## config.mk

```make
export PLATFORM = sky130hd
export DESIGN_NAME = bus_sequencer_flat
export DESIGN_NICKNAME = d
export VERILOG_FILES = /design/src/design/periph_pkg.sv /design/src/design/periph_bus_if.sv /design/src/design/bus_sequencer.sv /design/src/flat_wrapper.sv
export SDC_FILE = /design/constraint.sdc
export NUM_CORES = 1
export LEC_CHECK = 0
export BUFFER_PORTS_ARGS = -buffer_cell sky130_fd_sc_hd__buf_2
export CORE_AREA = 2 2 234 236
export CTS_CLUSTER_DIAMETER = 60
export DETAILED_ROUTE_END_ITERATION = 6
export DIE_AREA = 0 0 236 238
export SYNTH_ARGS = -nofsm -noshare
export SYNTH_HDL_FRONTEND = slang
export SYNTH_SLANG_ARGS = --single-unit
```

## constraint.sdc

```tcl
create_clock -name CLOCK_50 -period 13.94 [get_ports CLOCK_50]
set_input_delay 2.788 -clock CLOCK_50 [delete_from_list [all_inputs] [get_ports CLOCK_50]]
set_output_delay 2.788 -clock CLOCK_50 [all_outputs]
set_load 0.02 [all_outputs]
```

## src/design/periph_pkg.sv

```systemverilog
package periph_pkg;

    localparam int XLEN = 64; // bus data and address width

    // address map
    localparam logic [63:0] RAM_BASE      = 64'h8000_0000;
    localparam int          RAM_WORDS     = 1024;
    localparam int          RAM_AW        = 10; // word index width
    localparam logic [63:0] RAM_BYTES     = 64'(RAM_WORDS * 4);
    localparam logic [63:0] MTIMECMP_ADDR = 64'h0200_4000;
    localparam logic [63:0] PLIC_BASE     = 64'h0C00_0000; // priority n at base + 4n

    // offsets inside the plic window
    localparam logic [15:0] PLIC_PENDING_OFS       = 16'h1000;
    localparam logic [15:0] PLIC_ENABLE_OFS        = 16'h2000;
    localparam logic [15:0] PLIC_CTX_ENABLE_STRIDE = 16'h80;
    localparam logic [23:0] PLIC_THRESHOLD_OFS     = 24'h20_0000;
    localparam logic [15:0] PLIC_CTX_STRIDE        = 16'h1000;
    localparam logic [23:0] PLIC_CLAIM_OFS         = 24'h20_0004;
    localparam logic [23:0] PLIC_SPAN              = 24'h40_0000;

    // interrupt sources, id 0 is reserved for "none"
    localparam int IRQ_SOURCES = 6;
    localparam int IRQ_ID_W    = 3;
    localparam int PRIO_W      = 3;

    localparam logic [63:0] MTIMECMP_RESET = 64'h8000_0000;

    // load/store size, bit 2 marks unsigned loads
    typedef enum logic [2:0] {
        LS_B  = 3'd0,
        LS_H  = 3'd1,
        LS_W  = 3'd2,
        LS_D  = 3'd3,
        LS_BU = 3'd4,
        LS_HU = 3'd5,
        LS_WU = 3'd6
    } ls_type_e;

    // decoded target of a bus access
    typedef enum logic [1:0] {
        REG_NONE,
        REG_RAM,
        REG_MTIMECMP,
        REG_PLIC
    } region_e;

endpackage

```

## src/design/periph_bus_if.sv

```systemverilog
`timescale 1ns/1ps

interface periph_bus_if;

    logic                         req_valid;   // one-cycle strobe
    logic                         req_write;
    periph_pkg::ls_type_e         req_ls_type;
    logic [periph_pkg::XLEN-1:0]  req_offset;  // address minus region base
    logic [periph_pkg::XLEN-1:0]  req_wdata;
    logic                         ack;         // one cycle, once per request
    logic [periph_pkg::XLEN-1:0]  rdata;       // valid with ack

    modport sequencer (
        output req_valid,
        output req_write,
        output req_ls_type,
        output req_offset,
        output req_wdata,
        input  ack,
        input  rdata
    );

    modport target (
        input  req_valid,
        input  req_write,
        input  req_ls_type,
        input  req_offset,
        input  req_wdata,
        output ack,
        output rdata
    );

endinterface

```

## src/design/bus_sequencer.sv

```systemverilog
`timescale 1ns/1ps

module bus_sequencer (
    input  logic                        CLOCK_50,
    input  logic                        KEY0,
    input  logic [periph_pkg::XLEN-1:0] bus_address,
    input  logic [periph_pkg::XLEN-1:0] bus_write_data,
    input  periph_pkg::ls_type_e        bus_ls_type,
    input  logic                        bus_read_enable,
    input  logic                        bus_write_enable,
    output logic [periph_pkg::XLEN-1:0] bus_read_data,
    output logic                        bus_read_done,
    output logic                        bus_write_done,
    periph_bus_if.sequencer             ram_bus,
    periph_bus_if.sequencer             regs_bus
);

    typedef enum logic {ST_IDLE, ST_WAIT} state_e;

    state_e                      state;
    periph_pkg::region_e         region, region_q;
    logic [periph_pkg::XLEN-1:0] offset, offset_q;
    logic [periph_pkg::XLEN-1:0] wdata_q;
    periph_pkg::ls_type_e        type_q;
    logic                        write_q;
    logic                        issue_q;   // request strobe to the target
    logic                        tgt_ack;
    logic [periph_pkg::XLEN-1:0] tgt_rdata;
    logic                        start;

    assign start = state == ST_IDLE && (bus_read_enable || bus_write_enable);

    // address decode
    always_comb begin
        region = periph_pkg::REG_NONE;
        offset = bus_address;
        if (bus_address >= periph_pkg::RAM_BASE &&
            bus_address < periph_pkg::RAM_BASE + periph_pkg::RAM_BYTES) begin
            region = periph_pkg::REG_RAM;
            offset = bus_address - periph_pkg::RAM_BASE;
        end else if (bus_address == periph_pkg::MTIMECMP_ADDR) begin
            region = periph_pkg::REG_MTIMECMP;
            offset = periph_pkg::XLEN'(periph_pkg::PLIC_SPAN); // just above the plic window
        end else if (bus_address >= periph_pkg::PLIC_BASE &&
                     bus_address < periph_pkg::PLIC_BASE + 64'(periph_pkg::PLIC_SPAN)) begin
            region = periph_pkg::REG_PLIC;
            offset = bus_address - periph_pkg::PLIC_BASE;
        end
    end

    // both targets share the latched request, only the strobe is steered
    assign ram_bus.req_valid    = issue_q && region_q == periph_pkg::REG_RAM;
    assign ram_bus.req_write    = write_q;
    assign ram_bus.req_ls_type  = type_q;
    assign ram_bus.req_offset   = offset_q;
    assign ram_bus.req_wdata    = wdata_q;
    assign regs_bus.req_valid   = issue_q && region_q != periph_pkg::REG_RAM
                                  && region_q != periph_pkg::REG_NONE;
    assign regs_bus.req_write   = write_q;
    assign regs_bus.req_ls_type = type_q;
    assign regs_bus.req_offset  = offset_q;
    assign regs_bus.req_wdata   = wdata_q;

    always_comb begin
        case (region_q)
            periph_pkg::REG_RAM: begin
                tgt_ack   = ram_bus.ack;
                tgt_rdata = ram_bus.rdata;
            end
            periph_pkg::REG_NONE: begin
                tgt_ack   = 1'b1; // unmapped, completes at once and reads zero
                tgt_rdata = '0;
            end
            default: begin
                tgt_ack   = regs_bus.ack;
                tgt_rdata = regs_bus.rdata;
            end
        endcase
    end

    always_ff @(posedge CLOCK_50 or negedge KEY0) begin
        if (!KEY0) begin
            state          <= ST_IDLE;
            region_q       <= periph_pkg::REG_NONE;
            write_q        <= 1'b0;
            issue_q        <= 1'b0;
            bus_read_done  <= 1'b1;
            bus_write_done <= 1'b1;
            bus_read_data  <= '0;
        end else begin
            issue_q <= 1'b0;
            case (state)
                ST_IDLE: begin
                    if (start) begin
                        state    <= ST_WAIT;
                        region_q <= region;
                        write_q  <= bus_write_enable;
                        issue_q  <= region != periph_pkg::REG_NONE;
                        if (bus_read_enable) bus_read_done <= 1'b0;
                        if (bus_write_enable) bus_write_done <= 1'b0;
                    end
                end
                ST_WAIT: begin
                    if (tgt_ack) begin
                        state          <= ST_IDLE;
                        bus_read_done  <= 1'b1;
                        bus_write_done <= 1'b1;
                        if (!write_q) bus_read_data <= tgt_rdata;
                    end
                end
                default: state <= ST_IDLE;
            endcase
        end
    end

    // request payload
    always_ff @(posedge CLOCK_50) begin
        if (start) begin
            offset_q <= offset;
            type_q   <= bus_ls_type;
            wdata_q  <= bus_write_data;
        end
    end

    // core must wait for both done flags before the next access
    assert property (@(posedge CLOCK_50) disable iff (!KEY0)
        (bus_read_enable || bus_write_enable) |-> (bus_read_done && bus_write_done));

    assert property (@(posedge CLOCK_50) disable iff (!KEY0)
        !(bus_read_enable && bus_write_enable));

endmodule

```

## src/flat_wrapper.sv

```systemverilog
// flat-port wrapper written by rule: the top's interface ports become plain ports
module bus_sequencer_flat 
  (CLOCK_50, KEY0, bus_address, bus_write_data, bus_ls_type, bus_read_enable, bus_write_enable, bus_read_data, bus_read_done, bus_write_done, ram_bus_req_valid, ram_bus_req_write, ram_bus_req_ls_type, ram_bus_req_offset, ram_bus_req_wdata, ram_bus_ack, ram_bus_rdata, regs_bus_req_valid, regs_bus_req_write, regs_bus_req_ls_type, regs_bus_req_offset, regs_bus_req_wdata, regs_bus_ack, regs_bus_rdata);
  periph_bus_if ram_bus_i ();
  periph_bus_if regs_bus_i ();
  input  logic CLOCK_50;
  input  logic KEY0;
  input  logic [periph_pkg::XLEN-1:0] bus_address;
  input  logic [periph_pkg::XLEN-1:0] bus_write_data;
  input  periph_pkg::ls_type_e bus_ls_type;
  input  logic bus_read_enable;
  input  logic bus_write_enable;
  output logic [periph_pkg::XLEN-1:0] bus_read_data;
  output logic bus_read_done;
  output logic bus_write_done;
  output wire logic [$bits(ram_bus_i.req_valid)-1:0] ram_bus_req_valid;
  output wire logic [$bits(ram_bus_i.req_write)-1:0] ram_bus_req_write;
  output wire logic [$bits(ram_bus_i.req_ls_type)-1:0] ram_bus_req_ls_type;
  output wire logic [$bits(ram_bus_i.req_offset)-1:0] ram_bus_req_offset;
  output wire logic [$bits(ram_bus_i.req_wdata)-1:0] ram_bus_req_wdata;
  input wire logic [$bits(ram_bus_i.ack)-1:0] ram_bus_ack;
  input wire logic [$bits(ram_bus_i.rdata)-1:0] ram_bus_rdata;
  output wire logic [$bits(regs_bus_i.req_valid)-1:0] regs_bus_req_valid;
  output wire logic [$bits(regs_bus_i.req_write)-1:0] regs_bus_req_write;
  output wire logic [$bits(regs_bus_i.req_ls_type)-1:0] regs_bus_req_ls_type;
  output wire logic [$bits(regs_bus_i.req_offset)-1:0] regs_bus_req_offset;
  output wire logic [$bits(regs_bus_i.req_wdata)-1:0] regs_bus_req_wdata;
  input wire logic [$bits(regs_bus_i.ack)-1:0] regs_bus_ack;
  input wire logic [$bits(regs_bus_i.rdata)-1:0] regs_bus_rdata;
  assign ram_bus_req_valid = ram_bus_i.req_valid;
  assign ram_bus_req_write = ram_bus_i.req_write;
  assign ram_bus_req_ls_type = ram_bus_i.req_ls_type;
  assign ram_bus_req_offset = ram_bus_i.req_offset;
  assign ram_bus_req_wdata = ram_bus_i.req_wdata;
  assign ram_bus_i.ack = ram_bus_ack;
  assign ram_bus_i.rdata = ram_bus_rdata;
  assign regs_bus_req_valid = regs_bus_i.req_valid;
  assign regs_bus_req_write = regs_bus_i.req_write;
  assign regs_bus_req_ls_type = regs_bus_i.req_ls_type;
  assign regs_bus_req_offset = regs_bus_i.req_offset;
  assign regs_bus_req_wdata = regs_bus_i.req_wdata;
  assign regs_bus_i.ack = regs_bus_ack;
  assign regs_bus_i.rdata = regs_bus_rdata;
  bus_sequencer u_core (.CLOCK_50(CLOCK_50), .KEY0(KEY0), .bus_address(bus_address), .bus_write_data(bus_write_data), .bus_ls_type(bus_ls_type), .bus_read_enable(bus_read_enable), .bus_write_enable(bus_write_enable), .bus_read_data(bus_read_data), .bus_read_done(bus_read_done), .bus_write_done(bus_write_done), .ram_bus(ram_bus_i), .regs_bus(regs_bus_i));
endmodule
```

==> impl_metrics.tcl <==
set metrics [dict create \
    outcome "finished, final reports clean" \
    cp-end-kind "flop" \
    die_area_sq_um 56200 \
    ctsHtreeMaxLevel 1 \
    num_io_pins 597 \
    avgSynthCellArea_sq_um 12.1 \
    cts_hold_buf 0 \
    clk_path_buf_depth 3 \
    hold_viol 0 \
    yosys_warnings 0 \
    cts_sinks 202 \
    cts_setup_buffers 0 \
    p_leak_uw 0.00578 \
    cts_tree "yes" \
    hold_class "reg2reg" \
    start_kind "primary input" \
    grt_usage 0.107 \
    post-place-ws_ps 8590 \
    post-route-period-util 0.342 \
    timing.final.ws_setup_ps 9170 \
    first_pass_iters 5 \
    final.setup_skew_ps 20.7 \
    worstPathRequired_ps 14120 \
    synthCells 735 \
    cts_buffers 28 \
    first_iter_violations 390 \
    wl_mm 32.8 \
    cts_resized 0 \
    netlist_area_sq_um 8910 \
    finalMaxSlewViolations 0 \
    fmax_ghz 0.210 \
    slew-limit-headroom 0.289 \
    drive_gt1_frac 0.572 \
    port_buffers 596 \
    crit_type "in2reg" \
    worstSkewPairLatency_ps 570 \
    fin_tns_setup_ps 0 \
    synth_seq_cells 202 \
    ys_seq_area_frac 0.641 \
    std_cell_rows 85 \
    powerDensity_nw_per_um2 230 \
    crit_fanout 78 \
    synth_edf_count 131 \
    worst_pin_slew_ps 1070 \
    irDropWorstVdd_mv 0.105 \
    initial_core_util 0.167 \
    root_buffer "clkbuf_16" \
    die_h_um 238 \
    wire_per_inst_um 17.4 \
    die_x_um 236 \
    async_flop_share 0.351 \
    finalCriticalPeriod_ps 4770 \
    synth_flop_cell "edfxtp_1" \
    grt_max_degree 105 \
    setup_viol 0 \
    synth.distinct_cells 46 \
    final_antenna_net_count 0 \
    coreArea_sq_um 53500 \
    syn_nets 1005 \
    antenna_found_initial 5 \
    area_growth_pct 41.0 \
    place.gp.congestion 0.877 \
    crit_arrival_ps 4950 \
    dp_hpwl_mm 25.7 \
    final_util 0.235 \
    grt_pass1_wl_mm 44.8 \
    clkTransAtPathRegs_ps 60 \
    dr_total_vias 7140 \
    via_per_inst 3.78 \
    rsz0062_at_grt "no" \
    final_nets 1436 \
    first_global_vias 7010 \
    drv_cap 0 \
    drc 0 \
    grt_remaining_overflow 0 \
]
-- layer usage --
metal	up-vias	wire length, um	global-route usage
met5	-	8	0
met2	347	15600	0.178
li1	3312	-	-
met4	2	793	0.0365
met1	3432	13800	0.137
met3	47	2540	0.0257
-- worst paths after layout --
| check | start | endpoint | slack, ps | depth (start not counted) |
|---|---|---|---|---|
| hold / removal | u_core.bus_write_done | u_core.bus_write_done | 470 | 2 |
| min in group asynchronous | KEY0 | u_core.bus_read_data[32] | 2370 | 1 |
| setup / recovery | bus_write_enable | u_core.ram_bus.req_offset[20] | 9170 | 5 |
| hold reg to reg | u_core.bus_write_done | u_core.bus_write_done | 470 | 2 |
| max in group asynchronous | KEY0 | u_core.region_q[1] | 10890 | 1 |
| setup reg to reg | u_core.region_q[1] | u_core.bus_read_data[7] | 11090 | 7 |
-- logic make-up (layout without fill, tap and decap cells) --
| kind of cell | after synthesis | count (layout) | share of synthesized area |
|---|---|---|---|
| buffers and inverters | 213 | 666 | 0.148 |
| other | 0 | 3 | 0 |
| multiplexers | 1 | 1 | 0.00168 |
| AO/OA/AOI/OAI | 151 | 151 | 0.100 |
| flip-flops | 202 | 202 | 0.641 |
| adder cells (fa/ha/maj) | 5 | 5 | 0.00702 |
| AND/OR/NAND/NOR | 162 | 162 | 0.101 |
| XOR/XNOR | 1 | 1 | 0.000983 |
-- layout make-up --
type                            count  area (sq um)
Sequential cell                   202          5710
Fill cell                        5711         40900
Multi-Input combinational cell    320          1900
Inverter                           10          37.5
Tap cell                          696           871
Clock inverter                     18           185
Clock buffer                       34           807
Timing Repair Buffer              604          3050
Antenna cell                        3          7.51
-- layout by cell type (no fill, tap or decap), drive strengths merged, types with 4 or more instances in the layout --
cell,count
clkinv,11
a21oi,97
buf,604
nor4,13
nand2,11
dfrtp,69
and3,28
nor3,4
edfxtp,131
a22oi,37
ha,5
and2,6
o21ai,4
inv,15
nand2b,14
nor2,71
nand3,4
clkbuf,34
-- synthesized netlist by cell type, drive strengths merged, types with 3 or more instances --
| master | count | area, sq um |
|---|---|---|
| a21oi | 97 | 485 |
| nor3 | 4 | 36.3 |
| a21o | 3 | 22.5 |
| nand3 | 4 | 25.0 |
| inv | 10 | 37.5 |
| nor2 | 71 | 267 |
| nor4 | 13 | 143 |
| clkbuf | 55 | 206 |
| edfxtp | 131 | 3930 |
| and2 | 6 | 37.5 |
| nand2b | 14 | 87.6 |
| or2 | 3 | 18.8 |
| nand2 | 11 | 43.8 |
| buf | 148 | 1080 |
| ha | 5 | 62.6 |
| a22oi | 37 | 278 |
| dfrtp | 69 | 1730 |
| and3 | 28 | 175 |
| o21ai | 4 | 23.8 |
-- state kept, by name (all words and copies together) (netlist names) --
register,flops
u_core.bus_read_data,64
u_core.ram_bus.req_offset,64
u_core.ram_bus.req_wdata,64
u_core.ram_bus.req_ls_type,3
u_core.region_q,2
u_core.bus_read_done,1
u_core.bus_write_done,1
u_core.issue_q,1
u_core.ram_bus.req_write,1
u_core.state,1
-- stage by stage --
| stage | cells | instance area, sq um | hold slack, ps | total power, uW |
|---|---|---|---|---|
| 2_1_floorplan | 735 | 8910 | 499 | 1830 |
| 5_1_grt | 1884 | 12600 | 497 | 3040 |
| 6_report | 1887 | 12600 | 470 | 2880 |
| 3_3_place_gp | 1832 | 11600 | 465 | 2160 |
| 3_5_place_dp | 1832 | 11600 | 467 | 2170 |
| 4_1_cts | 1884 | 12600 | 476 | 2930 |
-- power by group --
group / switching, uW / internal (uW) / leakage (uW)
registers: 122 / 887 / 0.00207
clock network: 298 / 440 / 0.000489
logic: 798 / 341 / 0.00321
-- worst max-delay path, stage by stage --
cell and delay [ps]:
buf_2 80, inv_1 70, a21oi_4 360, buf_4 600
buf_4 890
Note: power is estimated with default switching activity, not from simulation.
