--- config.mk ---
export PLATFORM = sky130hd
export DESIGN_NAME = interrupt_regs_flat
export DESIGN_NICKNAME = d
export VERILOG_FILES = /design/src/design/periph_pkg.sv /design/src/design/periph_bus_if.sv /design/src/design/interrupt_regs.sv /design/src/flat_wrapper.sv
export SDC_FILE = /design/constraint.sdc
export NUM_CORES = 1
export LEC_CHECK = 0
export BUFFER_PORTS_ARGS = -buffer_cell sky130_fd_sc_hd__buf_2
export CAP_MARGIN = 20
export CORE_AREA = 2 2 171 173
export DETAILED_ROUTE_END_ITERATION = 10
export DIE_AREA = 0 0 173 175
export PLACE_DENSITY = 0.52
export SLEW_MARGIN = 20
export SYNTH_ARGS = -nofsm -noshare
export SYNTH_HDL_FRONTEND = slang
export SYNTH_SLANG_ARGS = --single-unit
--- constraint.sdc ---
create_clock -name CLOCK_50 -period 6.2 [get_ports CLOCK_50]
set_clock_uncertainty 0.1 [all_clocks]
set_input_delay 1.24 -clock CLOCK_50 [delete_from_list [all_inputs] [get_ports CLOCK_50]]
set_output_delay 1.24 -clock CLOCK_50 [all_outputs]
set_load 0.02 [all_outputs]
--- src/design/periph_pkg.sv ---
package periph_pkg;

    localparam int XLEN = 64; // bus data and address width

    // address map
    localparam logic [63:0] RAM_BASE      = 64'h8000_0000;
    localparam int          RAM_WORDS     = 1024;
    localparam int          RAM_AW        = 10; // word index width
    localparam logic [63:0] RAM_BYTES     = 64'(RAM_WORDS * 4);
    localparam logic [63:0] MTIMECMP_ADDR = 64'h0200_4000;
    localparam logic [63:0] PLIC_BASE     = 64'h0C00_0000; // priority n at base + 4n

    // offsets inside the plic window
    localparam logic [15:0] PLIC_PENDING_OFS       = 16'h1000;
    localparam logic [15:0] PLIC_ENABLE_OFS        = 16'h2000;
    localparam logic [15:0] PLIC_CTX_ENABLE_STRIDE = 16'h80;
    localparam logic [23:0] PLIC_THRESHOLD_OFS     = 24'h20_0000;
    localparam logic [15:0] PLIC_CTX_STRIDE        = 16'h1000;
    localparam logic [23:0] PLIC_CLAIM_OFS         = 24'h20_0004;
    localparam logic [23:0] PLIC_SPAN              = 24'h40_0000;

    // interrupt sources, id 0 is reserved for "none"
    localparam int IRQ_SOURCES = 6;
    localparam int IRQ_ID_W    = 3;
    localparam int PRIO_W      = 3;

    localparam logic [63:0] MTIMECMP_RESET = 64'h8000_0000;

    // load/store size, bit 2 marks unsigned loads
    typedef enum logic [2:0] {
        LS_B  = 3'd0,
        LS_H  = 3'd1,
        LS_W  = 3'd2,
        LS_D  = 3'd3,
        LS_BU = 3'd4,
        LS_HU = 3'd5,
        LS_WU = 3'd6
    } ls_type_e;

    // decoded target of a bus access
    typedef enum logic [1:0] {
        REG_NONE,
        REG_RAM,
        REG_MTIMECMP,
        REG_PLIC
    } region_e;

endpackage

--- src/design/periph_bus_if.sv ---
`timescale 1ns/1ps

interface periph_bus_if;

    logic                         req_valid;   // one-cycle strobe
    logic                         req_write;
    periph_pkg::ls_type_e         req_ls_type;
    logic [periph_pkg::XLEN-1:0]  req_offset;  // address minus region base
    logic [periph_pkg::XLEN-1:0]  req_wdata;
    logic                         ack;         // one cycle, once per request
    logic [periph_pkg::XLEN-1:0]  rdata;       // valid with ack

    modport sequencer (
        output req_valid,
        output req_write,
        output req_ls_type,
        output req_offset,
        output req_wdata,
        input  ack,
        input  rdata
    );

    modport target (
        input  req_valid,
        input  req_write,
        input  req_ls_type,
        input  req_offset,
        input  req_wdata,
        output ack,
        output rdata
    );

endinterface

--- src/design/interrupt_regs.sv ---
`timescale 1ns/1ps

module interrupt_regs (
    input  logic                                CLOCK_50,
    input  logic                                KEY0,
    input  logic [periph_pkg::IRQ_SOURCES-2:0]  irq_lines, // bit i is id i+1
    output logic                                meip,
    output logic                                seip,
    output logic [periph_pkg::XLEN-1:0]         mtimecmp,
    periph_bus_if.target                        bus
);

    logic [periph_pkg::PRIO_W-1:0]      prio [periph_pkg::IRQ_SOURCES];
    logic [periph_pkg::IRQ_SOURCES-1:0] pending;
    logic [periph_pkg::IRQ_SOURCES-1:0] enable [2];
    logic [periph_pkg::PRIO_W-1:0]      threshold [2];
    logic [periph_pkg::IRQ_ID_W-1:0]    claim [2];
    logic [periph_pkg::IRQ_SOURCES-2:0] irq_q;
    logic [periph_pkg::IRQ_ID_W-1:0]    id;
    logic                               hit_prio, hit_pend, hit_mtc;
    logic [1:0]                         hit_en, hit_thr, hit_claim;
    logic [periph_pkg::XLEN-1:0]        rd_word;
    logic [periph_pkg::XLEN-1:0]        rdata_q;
    logic                               ack_q;

    // lowest eligible id wins, scan from the top down
    always_comb begin
        for (int c = 0; c < 2; c++) begin
            claim[c] = '0;
            for (int i = periph_pkg::IRQ_SOURCES - 1; i >= 1; i--) begin
                if (pending[i] && enable[c][i] && prio[i] > threshold[c])
                    claim[c] = periph_pkg::IRQ_ID_W'(i);
            end
        end
    end

    assign meip = claim[0] != '0;
    assign seip = claim[1] != '0;

    // offset decode within the plic window, mtimecmp sits at the span
    assign id       = bus.req_offset[2 +: periph_pkg::IRQ_ID_W];
    assign hit_mtc  = bus.req_offset == periph_pkg::XLEN'(periph_pkg::PLIC_SPAN);
    assign hit_prio = bus.req_offset < periph_pkg::XLEN'(periph_pkg::IRQ_SOURCES * 4);
    assign hit_pend = bus.req_offset == periph_pkg::XLEN'(periph_pkg::PLIC_PENDING_OFS);

    always_comb begin
        for (int c = 0; c < 2; c++) begin
            hit_en[c]    = bus.req_offset == periph_pkg::XLEN'(periph_pkg::PLIC_ENABLE_OFS
                           + c * periph_pkg::PLIC_CTX_ENABLE_STRIDE);
            hit_thr[c]   = bus.req_offset == periph_pkg::XLEN'(periph_pkg::PLIC_THRESHOLD_OFS
                           + c * periph_pkg::PLIC_CTX_STRIDE);
            hit_claim[c] = bus.req_offset == periph_pkg::XLEN'(periph_pkg::PLIC_CLAIM_OFS
                           + c * periph_pkg::PLIC_CTX_STRIDE);
        end
    end

    always_comb begin
        rd_word = '0; // unknown offsets read zero
        if (hit_mtc) rd_word = mtimecmp;
        if (hit_prio) rd_word = periph_pkg::XLEN'(prio[id]);
        if (hit_pend) rd_word = periph_pkg::XLEN'(pending);
        for (int c = 0; c < 2; c++) begin
            if (hit_en[c]) rd_word = periph_pkg::XLEN'(enable[c]);
            if (hit_thr[c]) rd_word = periph_pkg::XLEN'(threshold[c]);
            if (hit_claim[c]) rd_word = periph_pkg::XLEN'(claim[c]);
        end
    end

    always_ff @(posedge CLOCK_50 or negedge KEY0) begin
        if (!KEY0) begin
            for (int i = 0; i < periph_pkg::IRQ_SOURCES; i++) prio[i] <= '0;
            for (int c = 0; c < 2; c++) begin
                enable[c]    <= '0;
                threshold[c] <= '0;
            end
            pending  <= '0;
            irq_q    <= '0;
            ack_q    <= 1'b0;
            mtimecmp <= periph_pkg::MTIMECMP_RESET;
        end else begin
            irq_q <= irq_lines;
            ack_q <= bus.req_valid;
            if (bus.req_valid && bus.req_write) begin
                if (hit_prio && id != '0) prio[id] <= bus.req_wdata[periph_pkg::PRIO_W-1:0];
                if (hit_mtc) mtimecmp <= bus.req_wdata;
                for (int c = 0; c < 2; c++) begin
                    if (hit_en[c])
                        enable[c] <= {bus.req_wdata[periph_pkg::IRQ_SOURCES-1:1], 1'b0};
                    if (hit_thr[c]) threshold[c] <= bus.req_wdata[periph_pkg::PRIO_W-1:0];
                end
            end else if (bus.req_valid) begin
                for (int c = 0; c < 2; c++) begin
                    if (hit_claim[c]) pending[claim[c]] <= 1'b0; // claim read completes it
                end
            end
            // new edges after the claim clear so none is lost
            for (int i = 1; i < periph_pkg::IRQ_SOURCES; i++) begin
                if (irq_lines[i-1] && !irq_q[i-1]) pending[i] <= 1'b1;
            end
        end
    end

    always_ff @(posedge CLOCK_50) begin
        if (bus.req_valid) rdata_q <= rd_word;
    end

    assign bus.ack   = ack_q;
    assign bus.rdata = rdata_q;

    // one request in flight, no new strobe while acking
    assert property (@(posedge CLOCK_50) disable iff (!KEY0) bus.ack |-> !bus.req_valid);

endmodule

--- src/flat_wrapper.sv ---
// flat-port wrapper written by rule: the top's interface ports become plain ports
module interrupt_regs_flat 
  (CLOCK_50, KEY0, irq_lines, meip, seip, mtimecmp, bus_req_valid, bus_req_write, bus_req_ls_type, bus_req_offset, bus_req_wdata, bus_ack, bus_rdata);
  periph_bus_if bus_i ();
  input  logic CLOCK_50;
  input  logic KEY0;
  input  logic [periph_pkg::IRQ_SOURCES-2:0] irq_lines;
  output logic meip;
  output logic seip;
  output logic [periph_pkg::XLEN-1:0] mtimecmp;
  input wire logic [$bits(bus_i.req_valid)-1:0] bus_req_valid;
  input wire logic [$bits(bus_i.req_write)-1:0] bus_req_write;
  input wire logic [$bits(bus_i.req_ls_type)-1:0] bus_req_ls_type;
  input wire logic [$bits(bus_i.req_offset)-1:0] bus_req_offset;
  input wire logic [$bits(bus_i.req_wdata)-1:0] bus_req_wdata;
  output wire logic [$bits(bus_i.ack)-1:0] bus_ack;
  output wire logic [$bits(bus_i.rdata)-1:0] bus_rdata;
  assign bus_i.req_valid = bus_req_valid;
  assign bus_i.req_write = bus_req_write;
  assign bus_i.req_ls_type = bus_req_ls_type;
  assign bus_i.req_offset = bus_req_offset;
  assign bus_i.req_wdata = bus_req_wdata;
  assign bus_ack = bus_i.ack;
  assign bus_rdata = bus_i.rdata;
  interrupt_regs u_core (.CLOCK_50(CLOCK_50), .KEY0(KEY0), .irq_lines(irq_lines), .meip(meip), .seip(seip), .mtimecmp(mtimecmp), .bus(bus_i));
endmodule
==> results.txt, run 1 <==
Die Wd = 173 um
# port buffers = 267
Fmax = 241 MHz
Top cells by area, synth = dfrtp_1 32%, edfxtp_1 23%, mux2_4 11%, mux2_2 4.7%, ha_1 4.4%
Worst-margin pin slew = 0.909 ns
Gr usage total = 15.5%
Reg-to-reg startpoint = u_core.threshold[4]
Setup TNS = 0 ns
Worst skew pair latency = 0.43 ns
Vias = 6,026
CP most frequent cell = nand2_1
CTS tree = done
Reg2Reg Depth = 9
Worst-path cell chain = inv_1, ha_1, nor2b_1, o21a_1, o2111ai_1, nand2_1, o221ai_1, nand2_1, buf_2
CP bufs+invs = 2
Average cell area after synthesis = 13.8 um^2
CTS H-tree lvls = 4
Gr ovfl total = 0
RSZ-0062 raised after global routing = false
R2r setup slk = 3.35 ns
Crit path arrival time = 2.81 ns
Register bit count reported by yosys = 174
Clock Path Buffers = 2
Yosys cell types = 70
Worst Hold Class = reg -> reg
Tmin final = 4.15 ns
Number of global-route vias before repair = 6,169
Max stage delay on crit path = 0.47 ns
Mapped cell area = 0.00845 mm^2
Io pins = 271
Lkg Pwr = 5.02 nW
Async set or reset register ratio after synthesis = 63.2%
DR DRC count = 0
HPWL Detailed = 17,000 um
Crit end category = output port
Commonest non-fill, non-tap cell in the layout = buf_2
Area leader, netlist = dfrtp_1
Nets = 1,049
Hold path start = u_core.prio[15]
Hold Path End = u_core.prio[15]
Cell family with most CP delay = compound AO/OA/AOI/OAI gates
Cell Pwr Density = 232 mW/mm^2
Crit-path max FO = 7
Initial core utilization = 29.8%
Die area = 0.0303 mm^2
Final GP Congestion = 0.804
Yosys Warn Count = 0
Status = finished, final reports clean
Most frequent cells in the layout = 266 x buf_2, 109 x dfrtp_1, 64 x edfxtp_1
Worst hold slack = 0.276 ns
Synth Net Count = 782
Clock slew at reported path FFs = 0.07 ns
Peak supply drop = 0.000182 V
Synthesis-to-finish area growth = 26.5%
Largest net degree at the start of global routing = 64
MaxCap Viol Count = 0
Sequential-to-total area share from yosys stat = 55.3%
Wire per inst = 18.3 um
Core area = 0.0284 mm^2
Antenna viol nets, final = 0
Layout cells sized above 1 = 48.1%
Rows = 62
FF-to-FF End = u_core.bus.rdata[2]
Router iterations before antenna repair = 4
Initial antenna violation count = 1
1st-iter DRT viols = 352
Final slew viol count = 0
Ant diodes = 0
Postcts setup bufs = 0
CTS sink count = 174
DIE HEIGHT = 175 um
Crit path max-delay cell type = o2111ai_1
EDFF count, synth = 64
CTS resizes = 0
Slew headroom = 39.4%
Final period util = 67.0%
Via/cell ratio = 4.72
Startpoint Class = flop
Final Hold Fails = 0
Root buffer cell = clkbuf_16
Setup Viol. Count Final = 0
First-pass GRT wire length = 36,200 um
Top-area cell type share of the netlist area = 32.3%
Hold Path Cell Cnt = 0
Final Routed Wirelength = 23,300 um
Fillers = 2,820
Syn Inst Count = 612
Critical path class = reg -> out
Total CTS buffers = 17
Synth Flop Type = dfrtp_1
CP required = 4.86 ns
CTS Hold Bufs = 0
-- stage by stage --
stage               cell area [um^2]  cells  power (mW)  util, %  setup WS [ns]
floorplan                       8450    612        1.29        -           2.93
global placement               10100   1244        1.40     35.6           2.01
detailed placement             10100   1244        1.40     35.6           2.04
CTS                            10700   1276        2.52     37.7           2.02
global route                   10700   1276        2.58     37.7           1.85
finish                         10700   1276        2.48     37.7           2.05
-- worst max-delay path by stage --
stage | start | to | slack [ns] | cells past startpoint
after floorplan | u_core.threshold[1] | seip | 2.93 | 8
after global placement | bus_req_offset[54] | u_core.bus.rdata[0] | 2.01 | 8
after detailed placement | bus_req_offset[54] | u_core.bus.rdata[0] | 2.04 | 8
after CTS | u_core.threshold[1] | seip | 2.02 | 9
after global routing | u_core.threshold[1] | seip | 1.85 | 9
final | u_core.threshold[1] | seip | 2.05 | 9
-- state kept, by name (all words and copies together), names as in the netlist --
name and cells:
u_core.irq_q 5, u_core.threshold 6, u_core.bus.rdata 64, u_core.bus.ack 1
u_core.mtimecmp 64, u_core.prio 18, u_core.enable 10, u_core.pending 6
-- cell usage after synthesis, types with 2 or more instances --
library cell  number
nor2_1            11
buf_1              2
o21a_1             7
mux2i_1            3
a221oi_1           4
buf_12             7
and2b_2            2
or3_1              2
nand4_1            6
clkbuf_1          10
a22o_1             2
or2_2              2
o2bb2ai_1          2
o2111ai_1          6
a22oi_1            4
mux2_4            60
o221ai_1           2
nor2b_1           13
ha_1              30
nor3_1             8
nor3b_1            2
nand2b_1           5
o21ai_0           11
mux2_2            35
o22ai_1            4
and3_1             2
nand3_1           21
and2_1            58
a21oi_1           12
nor4_4             2
buf_2              2
nand2_1           24
dfrtp_1          109
and2_2             3
inv_1             22
mux4_2             3
nand3b_1           3
nor4_2             3
nor4_1            10
o2111a_1           3
edfxtp_1          64
a222oi_1           3
-- cells by family (layout without fill, tap and decap cells) --
kind of cell    count (synthesis)  after routing  synth area share [%]
buf+inv                        46            326                  3.67
mux                           101            101                  16.5
compound gates                 71             71                  6.22
simple gates                  190            190                  13.9
fa+ha+maj                      30             30                  4.44
flops                         174            174                  55.3
-- routing by layer --
| layer | GRT usage (%) | up-vias | part of all wire (%) |
|---|---|---|---|
| met4 | 3.32 | 2 | 0.58 |
| met5 | 0 | - | 0.043 |
| met2 | 25.6 | 249 | 48 |
| met3 | 4.29 | 11 | 7.4 |
| met1 | 20.3 | 2972 | 44 |
| li1 | - | 2792 | - |
-- worst reg2reg max path, stage by stage, from the launching register on --
cell and delay, ns:
dfrtp_1 0.40, inv_1 0.22, ha_1 0.29, nor2b_1 0.14
o21a_1 0.16, o2111ai_1 0.47, and2_2 0.27, and2b_2 0.15
a221oi_1 0.06, o311ai_1 0.37
-- where the power goes --
part | total (mW) | internal, mW | switching, mW
registers | 1.22 | 1.21 | 0.00595
clock network | 1.11 | 0.579 | 0.530
logic | 0.149 | 0.0532 | 0.0961
total | 2.48 | 1.85 | 0.632
-- layout make-up --
type                    instances  area (um^2)  area share, %
clock inverters                14          169           1.58
well taps                     384          480           4.49
inverters                      22         82.6          0.772
multi-input cells             392         3470           32.4
flip-flops and latches        174         4680           43.7
clock buffers                  18          429           4.01
repair buffers                272         1390           13.0
(Power assumes the default switching activity.)
==> run 2: changes to the inputs <==
==> constraint.sdc (replaced) <==
create_clock -name CLOCK_50 -period 3.9 [get_ports CLOCK_50]
set_clock_uncertainty 0.1 [all_clocks]
set_input_delay 0.78 -clock CLOCK_50 [delete_from_list [all_inputs] [get_ports CLOCK_50]]
set_output_delay 0.78 -clock CLOCK_50 [all_outputs]
set_load 0.02 [all_outputs]
==> results.txt, run 2 (synthesis gave the netlist of run 1 again) <==
Status = finished, final reports clean
Hold Path End = u_core.prio[16]
CP required = 3.02 ns (-1.84 ns)
Io pins = 271 (unchanged)
CTS H-tree lvls = 4 (unchanged)
Startpoint Class = flop
Cell Pwr Density = 363 mW/mm^2 (+56%)
Switch share = 25.9% (+0.34 points)
Largest net degree at the start of global routing = 66 (+3.1%)
Final Routed Wirelength = 23,300 um (about the same)
Clock Path Buffers = 2 (unchanged)
Final GP Congestion = 0.847 (+5.3%)
Worst-margin pin slew = 0.918 ns (+0.00934 ns)
# port buffers = 267 (unchanged)
Initial core utilization = 29.8% (unchanged)
Router iterations before antenna repair = 4 (unchanged)
Int Power = 2.90 mW (+57%)
Synthesis-to-finish area growth = 27.6%
Core area = 0.0284 mm^2 (unchanged)
Crit-path max FO = 6 (-1)
Via/cell ratio = 4.68 (-0.93%)
Crit end category = output port
Power share of the sequential group = 49.6% (+0.4 points)
RSZ-0062 raised after global routing = false
Antenna viol nets, final = 0 (unchanged)
Worst Hold Class = reg -> reg
Clock slew at reported path FFs = 0.07 ns (about the same)
Worst skew pair latency = 0.43 ns (about the same)
Setup Viol. Count Final = 0 (unchanged)
Hold path start = u_core.prio[16]
Slew headroom = 38.8% (-0.62 points)
Reg2Reg Depth = 9 (unchanged)
FF-to-FF End = u_core.bus.rdata[2]
Gr ovfl total = 0 (unchanged)
Tmin final = 3.67 ns
CTS tree = done
Combinational power share = 6.2% (+0.2 points)
Final period util = 94.1%
Gr usage total = 15.6% (+0.091 points)
HPWL Detailed = 17,400 um (+2.4%)
Nets = 1,055 (+0.57%)
DR DRC count = 0 (unchanged)
Final slew viol count = 0 (unchanged)
Ant diodes = 0 (unchanged)
Wire per inst = 18.2 um (-0.56%)
First-pass GRT wire length = 36,400 um (+0.53%)
Switching Power = 1.01 mW (+60%)
Root buffer cell = clkbuf_16
Number of global-route vias before repair = 6,157 (-0.19%)
Critical path class = reg -> out
Total CTS buffers = 17 (unchanged)
CTS sink count = 174 (unchanged)
R2r setup slk = 1.22 ns (-2.13 ns)
Peak supply drop = 0.000255 V (+40%)
1st-iter DRT viols = 345 (-2.0%)
Lkg Pwr = 5.06 nW (+0.80%)
Vias = 5,998 (-0.46%)
Hold Path Cell Cnt = 0 (unchanged)
Layout cells sized above 1 = 48.8% (+0.68 points)
DIE HEIGHT = 175 um (unchanged)
Most frequent cells in the layout = 266 x buf_2, 109 x dfrtp_1, 64 x edfxtp_1
Die Wd = 173 um (unchanged)
Rows = 62 (unchanged)
Fmax = 272 MHz
Total power = 3.91 mW (+58%)
Crit path arrival time = 2.79 ns (-0.02 ns)
Die area = 0.0303 mm^2 (unchanged)
MaxCap Viol Count = 0 (unchanged)
Setup TNS = 0 ns (unchanged)
CTS Hold Bufs = 0 (unchanged)
Final Hold Fails = 0 (unchanged)
Clock power share = 44.2% (-0.6 points)
Commonest non-fill, non-tap cell in the layout = buf_2
Reg-to-reg startpoint = u_core.threshold[4]
Fillers = 2,830 (+0.35%)
Initial antenna violation count = 2 (+1)
## run 2: changes by cell type in the layout (fill, tap and decap cells not counted), sizes merged
cell,before,now
buf,272,278
bufinv,1,0
clkinv,6,7
## run 2: worst max-delay path, stage by stage (launching register included)
cell and delay (ns):
dfrtp_1 0.40, inv_1 0.21, ha_1 0.29, nor2b_1 0.14
o21a_1 0.17, o2111ai_1 0.44, nand2_1 0.14, o221ai_1 0.23
nand2_1 0.14, buf_2 0.19
## run 2: power groups by stage
stage / clock network, mW / registers [mW] / logic (mW)
2_1_floorplan: 0 / 2.03 / 0.0297
3_3_place_gp: 0 / 1.98 / 0.247
3_5_place_dp: 0 / 1.98 / 0.247
4_1_cts: 1.79 / 1.94 / 0.247
5_1_grt: 1.85 / 1.94 / 0.263
6_report: 1.73 / 1.94 / 0.241
## run 2: repair_timing
action	CTS	global route
setup buffers	0	0
gates resized for setup	0	2
setup endpoints to repair	0	2
## run 2: how the worst max path moves through the flow
stage / from / cells after the start / slack [ns] / to
finish: u_core.threshold[1] / 9 / 0.23 / seip
global route: u_core.threshold[1] / 9 / 0.05 / seip
CTS: u_core.threshold[4] / 9 / 0.17 / meip
detailed placement: bus_req_offset[54] / 8 / 0.56 / u_core.mtimecmp[54]
global placement: bus_req_offset[54] / 8 / 0.56 / u_core.mtimecmp[55]
floorplan: u_core.threshold[1] / 8 / 1.09 / seip
## run 2: cell type report
class                   instances  area [um^2]  area share, %
flip-flops and latches        174         4680           43.4
clock buffers                  18          439           4.07
inverters                      22         82.6          0.766
well taps                     384          480           4.46
clock inverters                14          165           1.53
repair buffers                278         1460           13.5
multi-input cells             392         3480           32.3
## run 2: routing by layer
metal	GRT usage [%]	up-vias	share of wire [%]
met2	25.7	259	47
li1	-	2808	-
met5	0	-	0.099
met3	4.00	15	6.5
met4	3.14	4	0.60
met1	20.7	2912	45
## run 2: through the flow
step | setup slack (ns) | cell area (um^2) | instances | hold WS, ns | utilization, %
2_1_floorplan | 1.09 | 8450 | 612 | 0.300 | -
3_3_place_gp | 0.564 | 10200 | 1250 | 0.262 | 35.8
3_5_place_dp | 0.558 | 10200 | 1250 | 0.263 | 35.8
4_1_cts | 0.168 | 10800 | 1282 | 0.280 | 37.9
5_1_grt | 0.0495 | 10800 | 1282 | 0.299 | 38.0
6_report | 0.230 | 10800 | 1282 | 0.276 | 38.0
